`config.mk`:
```
export PLATFORM = sky130hd
export DESIGN_NAME = zports_top
export DESIGN_NICKNAME = d
export VERILOG_FILES = /design/src/common/port_map_pkg.sv /design/src/common/zports_pkg.sv /design/src/port_regs/port_readback.sv /design/src/port_regs/port_regs.sv /design/src/source/io_decode.sv /design/src/source/req_fifo.sv /design/src/source/zports_top.sv
export SDC_FILE = /design/constraint.sdc
export NUM_CORES = 1
export LEC_CHECK = 0
export BUFFER_PORTS_ARGS = -buffer_cell sky130_fd_sc_hd__clkbuf_2
export CORE_ASPECT_RATIO = 0.5
export CORE_MARGIN = 10
export CORE_UTILIZATION = 40
export CTS_CLUSTER_DIAMETER = 60
export DETAILED_ROUTE_END_ITERATION = 16
export HOLD_SLACK_MARGIN = 0.03
export SYNTH_ARGS = -nofsm -noshare
export SYNTH_HDL_FRONTEND = slang
export SYNTH_SLANG_ARGS = --single-unit
```
`constraint.sdc`:
```
create_clock -name zclk -period 3.3 [get_ports zclk]
set_clock_uncertainty 0.15 [all_clocks]
set_input_delay 0.33 -clock zclk [delete_from_list [all_inputs] [get_ports zclk]]
set_output_delay 0.33 -clock zclk [all_outputs]
set_load 0.05 [all_outputs]
```
`src/common/port_map_pkg.sv`:
```
/*
 * port map for the Spectrum clone I/O block.
 * port numbers, #nnAF register indices, reset values and masks
 */
package port_map_pkg;

	// low address byte of the handled ports
	localparam logic [7:0] PORT_FE = 8'hFE;
	localparam logic [7:0] PORT_XT = 8'hAF;
	localparam logic [7:0] PORT_FD = 8'hFD;  // 7FFD with a15 low
	localparam logic [7:0] PORT_F7 = 8'hF7;  // EFF7 with a8 high, a12 low

	// extension register indices on #nnAF
	localparam logic [7:0] XT_RAMPAGE = 8'h10;  // #10..#13
	localparam logic [7:0] XT_FMADDR  = 8'h15;
	localparam logic [7:0] XT_SYSCONF = 8'h20;
	localparam logic [7:0] XT_MEMCONF = 8'h21;
	localparam logic [7:0] XT_IM2VECT = 8'h25;

	// register values after reset
	localparam logic [7:0] SYSCONF_RST = 8'h01;  // turbo 7 MHz
	localparam logic [7:0] MEMCONF_RST = 8'h04;  // no map
	localparam logic [7:0] IM2VECT_RST = 8'hFF;
	localparam logic [4:0] FMADDR_RST  = 5'h00;
	localparam logic [7:0] P7FFD_RST   = 8'h00;
	localparam logic [7:0] PEFF7_RST   = 8'h00;

	// rampage 3..0
	localparam logic [3:0][7:0] RAMPAGE_RST = {8'h00, 8'h02, 8'h05, 8'h00};

	// memconf[7:6] value that locks 7FFD paging to 128K
	localparam logic [1:0] MEMCONF_LOCK128 = 2'b01;

	// 7FFD bit that blocks further 7FFD writes
	localparam int P7FFD_BLOCK_BIT = 5;

	// bits of EFF7 left visible while 1M paging is blocked
	localparam logic [7:0] PEFF7_BLOCK_MASK = 8'b1011_0001;

	// floating bus value
	localparam logic [7:0] IDLE_READ = 8'hFF;

endpackage

```
`src/common/zports_pkg.sv`:
```
/*
 * zports shared types for the port block pipeline.
 * CPU requests, classified queue entries, responses and the port address union
 */
package zports_pkg;

	// #nnAF view, high byte selects the extension register
	typedef struct packed {
		logic [7:0] idx;
		logic [7:0] port;
	} port_xt_t;

	// single address line view for the 7FFD / EFF7 decode
	typedef struct packed {
		logic       a15;
		logic       a14;
		logic       a13;
		logic       a12;
		logic [2:0] a11_9;
		logic       a8;
		logic [7:0] port;
	} port_bits_t;

	typedef union packed {
		port_xt_t   xt;
		port_bits_t bits;
	} port_addr_u;

	typedef enum logic [2:0] {
		KIND_FE,
		KIND_XT,
		KIND_P7FFD,
		KIND_PEFF7,
		KIND_OTHER
	} port_kind_e;

	typedef struct packed {
		port_addr_u addr;
		logic       rnw;   // 1 = IN, 0 = OUT
		logic [7:0] wdata;
	} cpu_req_t;

	typedef struct packed {
		port_kind_e kind;
		port_addr_u addr;
		logic       rnw;
		logic [7:0] data;  // write data, or input snapshot on #FE reads
	} port_req_t;

	typedef struct packed {
		logic       was_read;
		logic [7:0] rdata;
	} port_rsp_t;

endpackage

```
`src/port_regs/port_readback.sv`:
```
/*
 * port_readback holds one response for the CPU side
 * and keeps it stable while rsp_ready is low
 */
`timescale 1ns/1ps

module port_readback
	import zports_pkg::*, port_map_pkg::*;
(
	input  logic      zclk,
	input  logic      rst_n,

	input  port_rsp_t exec_rsp,
	input  logic      exec_valid,
	output logic      exec_ready,

	output port_rsp_t rsp,
	output logic      rsp_valid,
	input  logic      rsp_ready
);

	port_rsp_t next_rsp;
	logic      load;

	// empty, or the held response leaves this cycle
	assign exec_ready = !rsp_valid || rsp_ready;
	assign load       = exec_valid && exec_ready;

	// OUT cycles see the idle bus
	always_comb
	begin
		next_rsp.was_read = exec_rsp.was_read;
		if (exec_rsp.was_read)
			next_rsp.rdata = exec_rsp.rdata;
		else
			next_rsp.rdata = IDLE_READ;
	end

	always_ff @(posedge zclk)
	begin
		if (!rst_n)
			rsp_valid <= 1'b0;
		else if (exec_ready)
			rsp_valid <= exec_valid;
	end

	always_ff @(posedge zclk)
	begin
		if (load)
			rsp <= next_rsp;  // held until taken
	end

endmodule

```
`src/port_regs/port_regs.sv`:
```
/*
 * port_regs executes queued port writes to #nnAF, #7FFD, #EFF7, #FE
 * and forms the read data of each popped request
 */
`timescale 1ns/1ps

module port_regs
	import zports_pkg::*, port_map_pkg::*;
(
	input  logic       zclk,
	input  logic       rst_n,

	input  port_req_t  q_req,
	input  logic       q_valid,
	output logic       q_ready,

	output port_rsp_t  exec_rsp,
	output logic       exec_valid,
	input  logic       exec_ready,

	output logic [7:0]  sysconf,
	output logic [7:0]  memconf,
	output logic [7:0]  im2vect,
	output logic [4:0]  fmaddr,
	output logic [31:0] xt_page,
	output logic [7:0]  peff7,
	output logic        p7ffd_1m_on,
	output logic        p7ffd_ram0_0,
	output logic        romrw_en,
	output logic        border_wr
);

	logic [3:0][7:0] rampage;
	logic [7:0]      p7ffd;
	logic [7:0]      peff7_reg;
	logic [7:0]      idx;
	logic [7:0]      rdata;
	logic            pop;
	logic            wr;
	logic            lock128;
	logic            block7ffd;

	// one response per pop, presented in the pop cycle
	assign q_ready    = exec_ready;
	assign exec_valid = q_valid;
	assign pop        = q_valid && q_ready;
	assign wr         = pop && !q_req.rnw;

	assign idx       = q_req.addr.xt.idx;
	assign lock128   = (memconf[7:6] == MEMCONF_LOCK128);
	assign block7ffd = p7ffd[P7FFD_BLOCK_BIT];

	always_ff @(posedge zclk)
	begin
		if (!rst_n)
		begin
			rampage   <= RAMPAGE_RST;
			fmaddr    <= FMADDR_RST;
			sysconf   <= SYSCONF_RST;
			memconf   <= MEMCONF_RST;
			im2vect   <= IM2VECT_RST;
			p7ffd     <= P7FFD_RST;
			peff7_reg <= PEFF7_RST;
			border_wr <= 1'b0;
		end
		else
		begin
			border_wr <= wr && (q_req.kind == KIND_FE);
			if (wr)
			begin
				case (q_req.kind)
					KIND_XT:
					begin
						if (idx[7:2] == XT_RAMPAGE[7:2])
							rampage[idx[1:0]] <= q_req.data;
						if (idx == XT_FMADDR)
							fmaddr <= q_req.data[4:0];
						if (idx == XT_SYSCONF)
							sysconf <= q_req.data;
						if (idx == XT_MEMCONF)
							memconf <= q_req.data;
						if (idx == XT_IM2VECT)
							im2vect <= q_req.data;
					end
					KIND_P7FFD:
					begin
						if (!block7ffd)  // locked until reset
						begin
							p7ffd      <= q_req.data;
							memconf[0] <= q_req.data[4];  // rom select
							rampage[3] <= {3'b000, lock128 ? 2'b00 : q_req.data[7:6],
								q_req.data[2:0]};
						end
					end
					KIND_PEFF7:
						peff7_reg <= q_req.data;
					default: ;
				endcase
			end
		end
	end

	// IN data
	always_comb
	begin
		rdata = IDLE_READ;
		case (q_req.kind)
			KIND_FE:
				rdata = q_req.data;  // snapshot from decode
			KIND_XT:
			begin
				if (idx == XT_RAMPAGE + 8'd2 || idx == XT_RAMPAGE + 8'd3)
					rdata = rampage[idx[1:0]];
			end
			default: ;
		endcase
	end

	assign exec_rsp.was_read = q_req.rnw;
	assign exec_rsp.rdata    = rdata;

	assign xt_page = rampage;  // {rampage3, rampage2, rampage1, rampage0}

	// bit 2 blocks 1M paging and hides its config bits
	assign peff7        = peff7_reg[2] ? (peff7_reg & PEFF7_BLOCK_MASK) : peff7_reg;
	assign p7ffd_1m_on  = ~peff7_reg[2];
	assign p7ffd_ram0_0 = peff7_reg[3];
	assign romrw_en     = memconf[1];

endmodule

```
`src/source/io_decode.sv`:
```
/*
 * io_decode takes CPU port requests, classifies the port and
 * samples keys/tape for #FE reads into a single output register
 */
`timescale 1ns/1ps

module io_decode
	import zports_pkg::*, port_map_pkg::*;
(
	input  logic      zclk,
	input  logic      rst_n,

	input  cpu_req_t  cpu_req,
	input  logic      req_valid,
	output logic      req_ready,

	input  logic [4:0] keys_in,
	input  logic       tape_read,

	output port_req_t dec_req,
	output logic      dec_valid,
	input  logic      dec_ready
);

	port_kind_e kind;
	port_req_t  next_req;

	// port classes, a15 and a8/a12 come from the bit view
	always_comb
	begin
		if (cpu_req.addr.xt.port == PORT_FE)
			kind = KIND_FE;
		else if (cpu_req.addr.xt.port == PORT_XT)
			kind = KIND_XT;
		else if (cpu_req.addr.bits.port == PORT_FD && !cpu_req.addr.bits.a15)
			kind = KIND_P7FFD;
		else if (cpu_req.addr.bits.port == PORT_F7 && cpu_req.addr.bits.a8
				&& !cpu_req.addr.bits.a12)
			kind = KIND_PEFF7;
		else
			kind = KIND_OTHER;  // AY at #FFFD/#BFFD lands here too
	end

	always_comb
	begin
		next_req.kind = kind;
		next_req.addr = cpu_req.addr;
		next_req.rnw  = cpu_req.rnw;
		if (kind == KIND_FE && cpu_req.rnw)
			next_req.data = {1'b1, tape_read, 1'b0, keys_in};  // sampled as the IN is offered
		else
			next_req.data = cpu_req.wdata;
	end

	// register empty or draining this cycle
	assign req_ready = !dec_valid || dec_ready;

	always_ff @(posedge zclk)
	begin
		if (!rst_n)
			dec_valid <= 1'b0;
		else if (req_ready)
			dec_valid <= req_valid;
	end

	always_ff @(posedge zclk)
	begin
		if (req_valid && req_ready)
			dec_req <= next_req;
	end

endmodule

```
`src/source/req_fifo.sv`:
```
/*
 * req_fifo is a circular queue of classified port requests
 * between the decoder and the register file
 */
`timescale 1ns/1ps

module req_fifo
	import zports_pkg::*;
#(
	parameter int FIFO_DEPTH = 4  // power of two
)
(
	input  logic      zclk,
	input  logic      rst_n,

	input  port_req_t in_req,
	input  logic      in_valid,
	output logic      in_ready,

	output port_req_t out_req,
	output logic      out_valid,
	input  logic      out_ready
);

	localparam int AW = $clog2(FIFO_DEPTH);
	localparam logic [AW:0] FULL_CNT = (AW+1)'(FIFO_DEPTH);

	port_req_t mem [FIFO_DEPTH];

	logic [AW-1:0] wr_ptr;
	logic [AW-1:0] rd_ptr;
	logic [AW:0]   count;
	logic          push;
	logic          pop;

	assign in_ready  = (count != FULL_CNT);
	assign out_valid = (count != '0);  // no fall-through
	assign out_req   = mem[rd_ptr];

	assign push = in_valid && in_ready;
	assign pop  = out_valid && out_ready;

	always_ff @(posedge zclk)
	begin
		if (!rst_n)
		begin
			wr_ptr <= '0;
			rd_ptr <= '0;
			count  <= '0;
		end
		else
		begin
			if (push)
				wr_ptr <= wr_ptr + 1'b1;  // wraps at depth
			if (pop)
				rd_ptr <= rd_ptr + 1'b1;
			case ({push, pop})
				2'b10:   count <= count + 1'b1;
				2'b01:   count <= count - 1'b1;
				default: count <= count;  // idle, or push and pop together
			endcase
		end
	end

	always_ff @(posedge zclk)
	begin
		if (push)
			mem[wr_ptr] <= in_req;
	end

endmodule

```
`src/source/zports_top.sv`:
```
/*
 * zports top, the I/O port pipeline of decoder, request queue,
 * register file and response stage
 */
`timescale 1ns/1ps

module zports_top
	import zports_pkg::*;
#(
	parameter int FIFO_DEPTH = 4
)
(
	input  logic        zclk,
	input  logic        rst_n,

	input  cpu_req_t    cpu_req,
	input  logic        req_valid,
	output logic        req_ready,

	output port_rsp_t   rsp,
	output logic        rsp_valid,
	input  logic        rsp_ready,

	input  logic [4:0]  keys_in,
	input  logic        tape_read,

	output logic [7:0]  sysconf,
	output logic [7:0]  memconf,
	output logic [7:0]  im2vect,
	output logic [4:0]  fmaddr,
	output logic [31:0] xt_page,
	output logic [7:0]  peff7,
	output logic        p7ffd_1m_on,
	output logic        p7ffd_ram0_0,
	output logic        romrw_en,
	output logic        border_wr
);

	port_req_t dec_req;
	logic      dec_valid;
	logic      dec_ready;
	port_req_t q_req;
	logic      q_valid;
	logic      q_ready;
	port_rsp_t exec_rsp;
	logic      exec_valid;
	logic      exec_ready;

	io_decode u_decode (
		.zclk(zclk), .rst_n(rst_n),
		.cpu_req(cpu_req), .req_valid(req_valid), .req_ready(req_ready),
		.keys_in(keys_in), .tape_read(tape_read),
		.dec_req(dec_req), .dec_valid(dec_valid), .dec_ready(dec_ready)
	);

	req_fifo #(.FIFO_DEPTH(FIFO_DEPTH)) u_fifo (
		.zclk(zclk), .rst_n(rst_n),
		.in_req(dec_req), .in_valid(dec_valid), .in_ready(dec_ready),
		.out_req(q_req), .out_valid(q_valid), .out_ready(q_ready)
	);

	port_regs u_regs (
		.zclk(zclk), .rst_n(rst_n),
		.q_req(q_req), .q_valid(q_valid), .q_ready(q_ready),
		.exec_rsp(exec_rsp), .exec_valid(exec_valid), .exec_ready(exec_ready),
		.sysconf(sysconf), .memconf(memconf), .im2vect(im2vect), .fmaddr(fmaddr),
		.xt_page(xt_page), .peff7(peff7), .p7ffd_1m_on(p7ffd_1m_on),
		.p7ffd_ram0_0(p7ffd_ram0_0), .romrw_en(romrw_en), .border_wr(border_wr)
	);

	port_readback u_readback (
		.zclk(zclk), .rst_n(rst_n),
		.exec_rsp(exec_rsp), .exec_valid(exec_valid), .exec_ready(exec_ready),
		.rsp(rsp), .rsp_valid(rsp_valid), .rsp_ready(rsp_ready)
	);

endmodule

```
==> impl_results.md <==
- Syn Inst Count: 567
- CP required: 3.47 ns
- TritonCTS buffer count: 17
- Post_cts resized: 0
- Max FFs per register: 80
- Overall Power: 0.00611 W
- Ant diodes: 0
- Die area: 25,500 um2
- Layout cell share with drive strength beyond 1: 29.5%
- Reg2reg end: u_regs.xt_page[31]$_SDFFE_PN0P_
- Worst Setup Path Type: reg -> reg
- Hold path depth: 2
- Clk_lat worst skew: 0.43 ns
- Register-to-Register Path Depth: 6
- Initial DRC Count: 245
- Largest area contributor in the netlist: edfxtp_1
- Worst VDD drop: 343 uV
- Synthesized area: 7680 um2
- Flops & latches, synth: 191
- Core ar.: 18,600 um2
- Most flop-heavy register: u_fifo.mem
- RSZ-0062 raised after global routing: false
- Post-synthesis sequential area ratio: 64.0%
- Syn Nets: 608
- Io pins: 119
- Largest net degree at the start of global routing: 35
- Gr usage total: 14.4%
- Hold WC Path Type: in -> reg
- Period utilization: 88.0%
- DRC viols: 0
- Ys async rst share: 0%
- Routed wire per std cell: 18.7 um
- Crit path launch type: flop
- Max_cap viols: 0
- Synth warnings: 0
- Port-buffer cells: 117
- Max FO, Critical Path: 10
- Final Hold Fails: 0
- Initial antenna violation count: 0
- Die Ht: 118 um
- Area Overhead vs Synth: 22.1%
- Vias: 4,948
- Remaining antenna violation count: 0
- Fin util: 50.4%
- Die width: 216 um
- Worst-path clk slew: 0.07 ns
- Initial Util: 41.3%
- Synth cell count leaders: edfxtp_1, dfxtp_1, nand2_1
- Avg Synthesized Cell Area: 13.5 um2
- Endpoint class of the critical path: flop
- Setup slack, reg-to-reg: 0.40 ns
- Most common cell in the netlist: edfxtp_1
- Gr ovfl total: 0
- Worst path arrival time: 3.07 ns
- Hold EP: u_decode.dec_req[6]$_DFFE_PP_
- Detail Placement HPWL: 13,400 um
- Slew of the pin with the lowest slew margin: 0.657 ns
- Fin nets: 753
- Bufs on Longest Clock Path: 2
- Clock Sinks: 191
- # H-tree levels: 4
- Min Clock Period, post-route: 2.90 ns
- Pins Over Slew Limit: 0
- Leakage: 3.74 nW
- Final setup vio count: 0
- Row count: 35
- Pre-antenna DRT Iters: 4
- Vias in the first global route: 5,123
- Global-route wire length before repair: 29,200 um
- Vias per cell: 5.03
- Slew HR: 55.9%
- CTS root buffer: clkbuf_16
- Status: finished, final reports clean
- Largest cells by area after synthesis: edfxtp_1, dfxtp_1, mux2i_1
- Hold WS: 0.0599 ns
- CTS tree: built
- Post-synth top flop: edfxtp_1
- Min-delay src: tape_read
- Share of the synthesized area in the top cell type: 42.6%
- EDFF count, synth: 109
- Drt total wl: 18,400 um
- Power Dens Cells: 652 nW/um2
- Fin Setup TNS: 0 ns
- Fmax: 344 MHz
- Netlist cell types: 53
- Gpl congestion: 0.779
-- power breakdown --
part           leakage (nW)  switching, W  internal, W
combinational          1.80      0.000817     0.000454
sequential             1.64     0.0000854      0.00268
clock                 0.300      0.000976      0.00110
-- cell usage in the layout (no fill, tap or decap), types with 3 or more instances in the layout --
master         count
dfxtp_1           82
nor2b_1            8
clkinv_8           3
clkbuf_2         117
mux2i_1           61
o21ai_0           10
xor2_1             3
nor3b_1            6
clkbuf_16         19
a21oi_1           13
mux2_2             7
a31oi_1            4
nor4_4             3
nor2_1            35
nand2_2            3
inv_1             10
a211o_1            9
o31a_1             6
nand2_1           66
nor3_1             4
inv_8              4
o21bai_1           3
edfxtp_1         109
or2_2              4
a211oi_1           4
buf_4             25
nand3_1           19
nand4_1            3
dlygate4sd3_1     12
nor4_1             3
mux4_2            20
and3_1             4
and2_1             6
ha_1               5
-- logic make-up after synthesis --
kind of cell	after synthesis	share of synthesized area, %
AO/OA/AOI/OAI	58	5.12
XOR/XNOR	5	0.570
adder cells (fa/ha/maj)	6	1.08
buffers and inverters	39	2.38
flip-flops	191	64.0
multiplexers	88	14.8
other	1	0.0488
AND/OR/NAND/NOR	179	12.0
-- through the flow --
step                      std cells  setup slack [ns]  instance area (um2)
after floorplan                 567             0.547                 7680
after global placement          940             0.442                 8640
after detailed placement        940             0.369                 8640
after CTS                       984             0.364                 9380
after global routing            984             0.152                 9380
final                           984             0.397                 9380
-- layout make-up --
cell class / count / area [um2]
clock buffers: 19 / 475
clock inverters: 13 / 141
fillers: 1628 / 9230
inverters: 11 / 41.3
multi-input cells: 337 / 2590
flip-flops and latches: 191 / 4910
well taps: 259 / 324
repair buffers: 154 / 893
-- metal layers --
| layer | wire length (um) | global-route usage [%] | up-vias | share of wire, % |
|---|---|---|---|---|
| met5 | 0 | 0 | - | 0 |
| met2 | 8730 | 23.0 | 99 | 47 |
| met1 | 8820 | 19.5 | 2453 | 48 |
| met4 | 93 | 3.26 | 0 | 0.51 |
| li1 | - | - | 2390 | - |
| met3 | 736 | 3.28 | 6 | 4.0 |
-- worst max-delay path: stages, from the launching register on --
cell and delay (ns):
dfxtp_1 0.44, buf_4 0.28, mux4_2 0.58, or3_1 0.41, nor3_1 0.47, a21oi_2 0.18, a32o_1 0.30
-- worst max path at each step --
| stage | cells past startpoint | to | from | slack (ns) |
|---|---|---|---|---|
| 6_report | 6 | u_regs.xt_page[31]$_SDFFE_PN0P_ | flop | 0.40 |
| 5_1_grt | 6 | u_regs.xt_page[31]$_SDFFE_PN0P_ | flop | 0.15 |
| 4_1_cts | 6 | u_regs.xt_page[31]$_SDFFE_PN0P_ | flop | 0.36 |
| 3_5_place_dp | 6 | u_regs.xt_page[31]$_SDFFE_PN0P_ | flop | 0.37 |
| 3_3_place_gp | 6 | u_regs.xt_page[31]$_SDFFE_PN0P_ | flop | 0.44 |
| 2_1_floorplan | 8 | u_fifo.count[2]$_SDFFE_PN0P_ | u_readback.rsp_valid$_SDFFE_PN0N_ | 0.55 |
-- timing repair --
| action | 4_1_cts | 5_1_grt |
|---|---|---|
| buffers inserted | 0 | 0 |
| endpoints found under the hold margin | 12 | 0 |
| hold buffers | 12 | 0 |
Note: power is estimated with default switching activity, not from simulation.
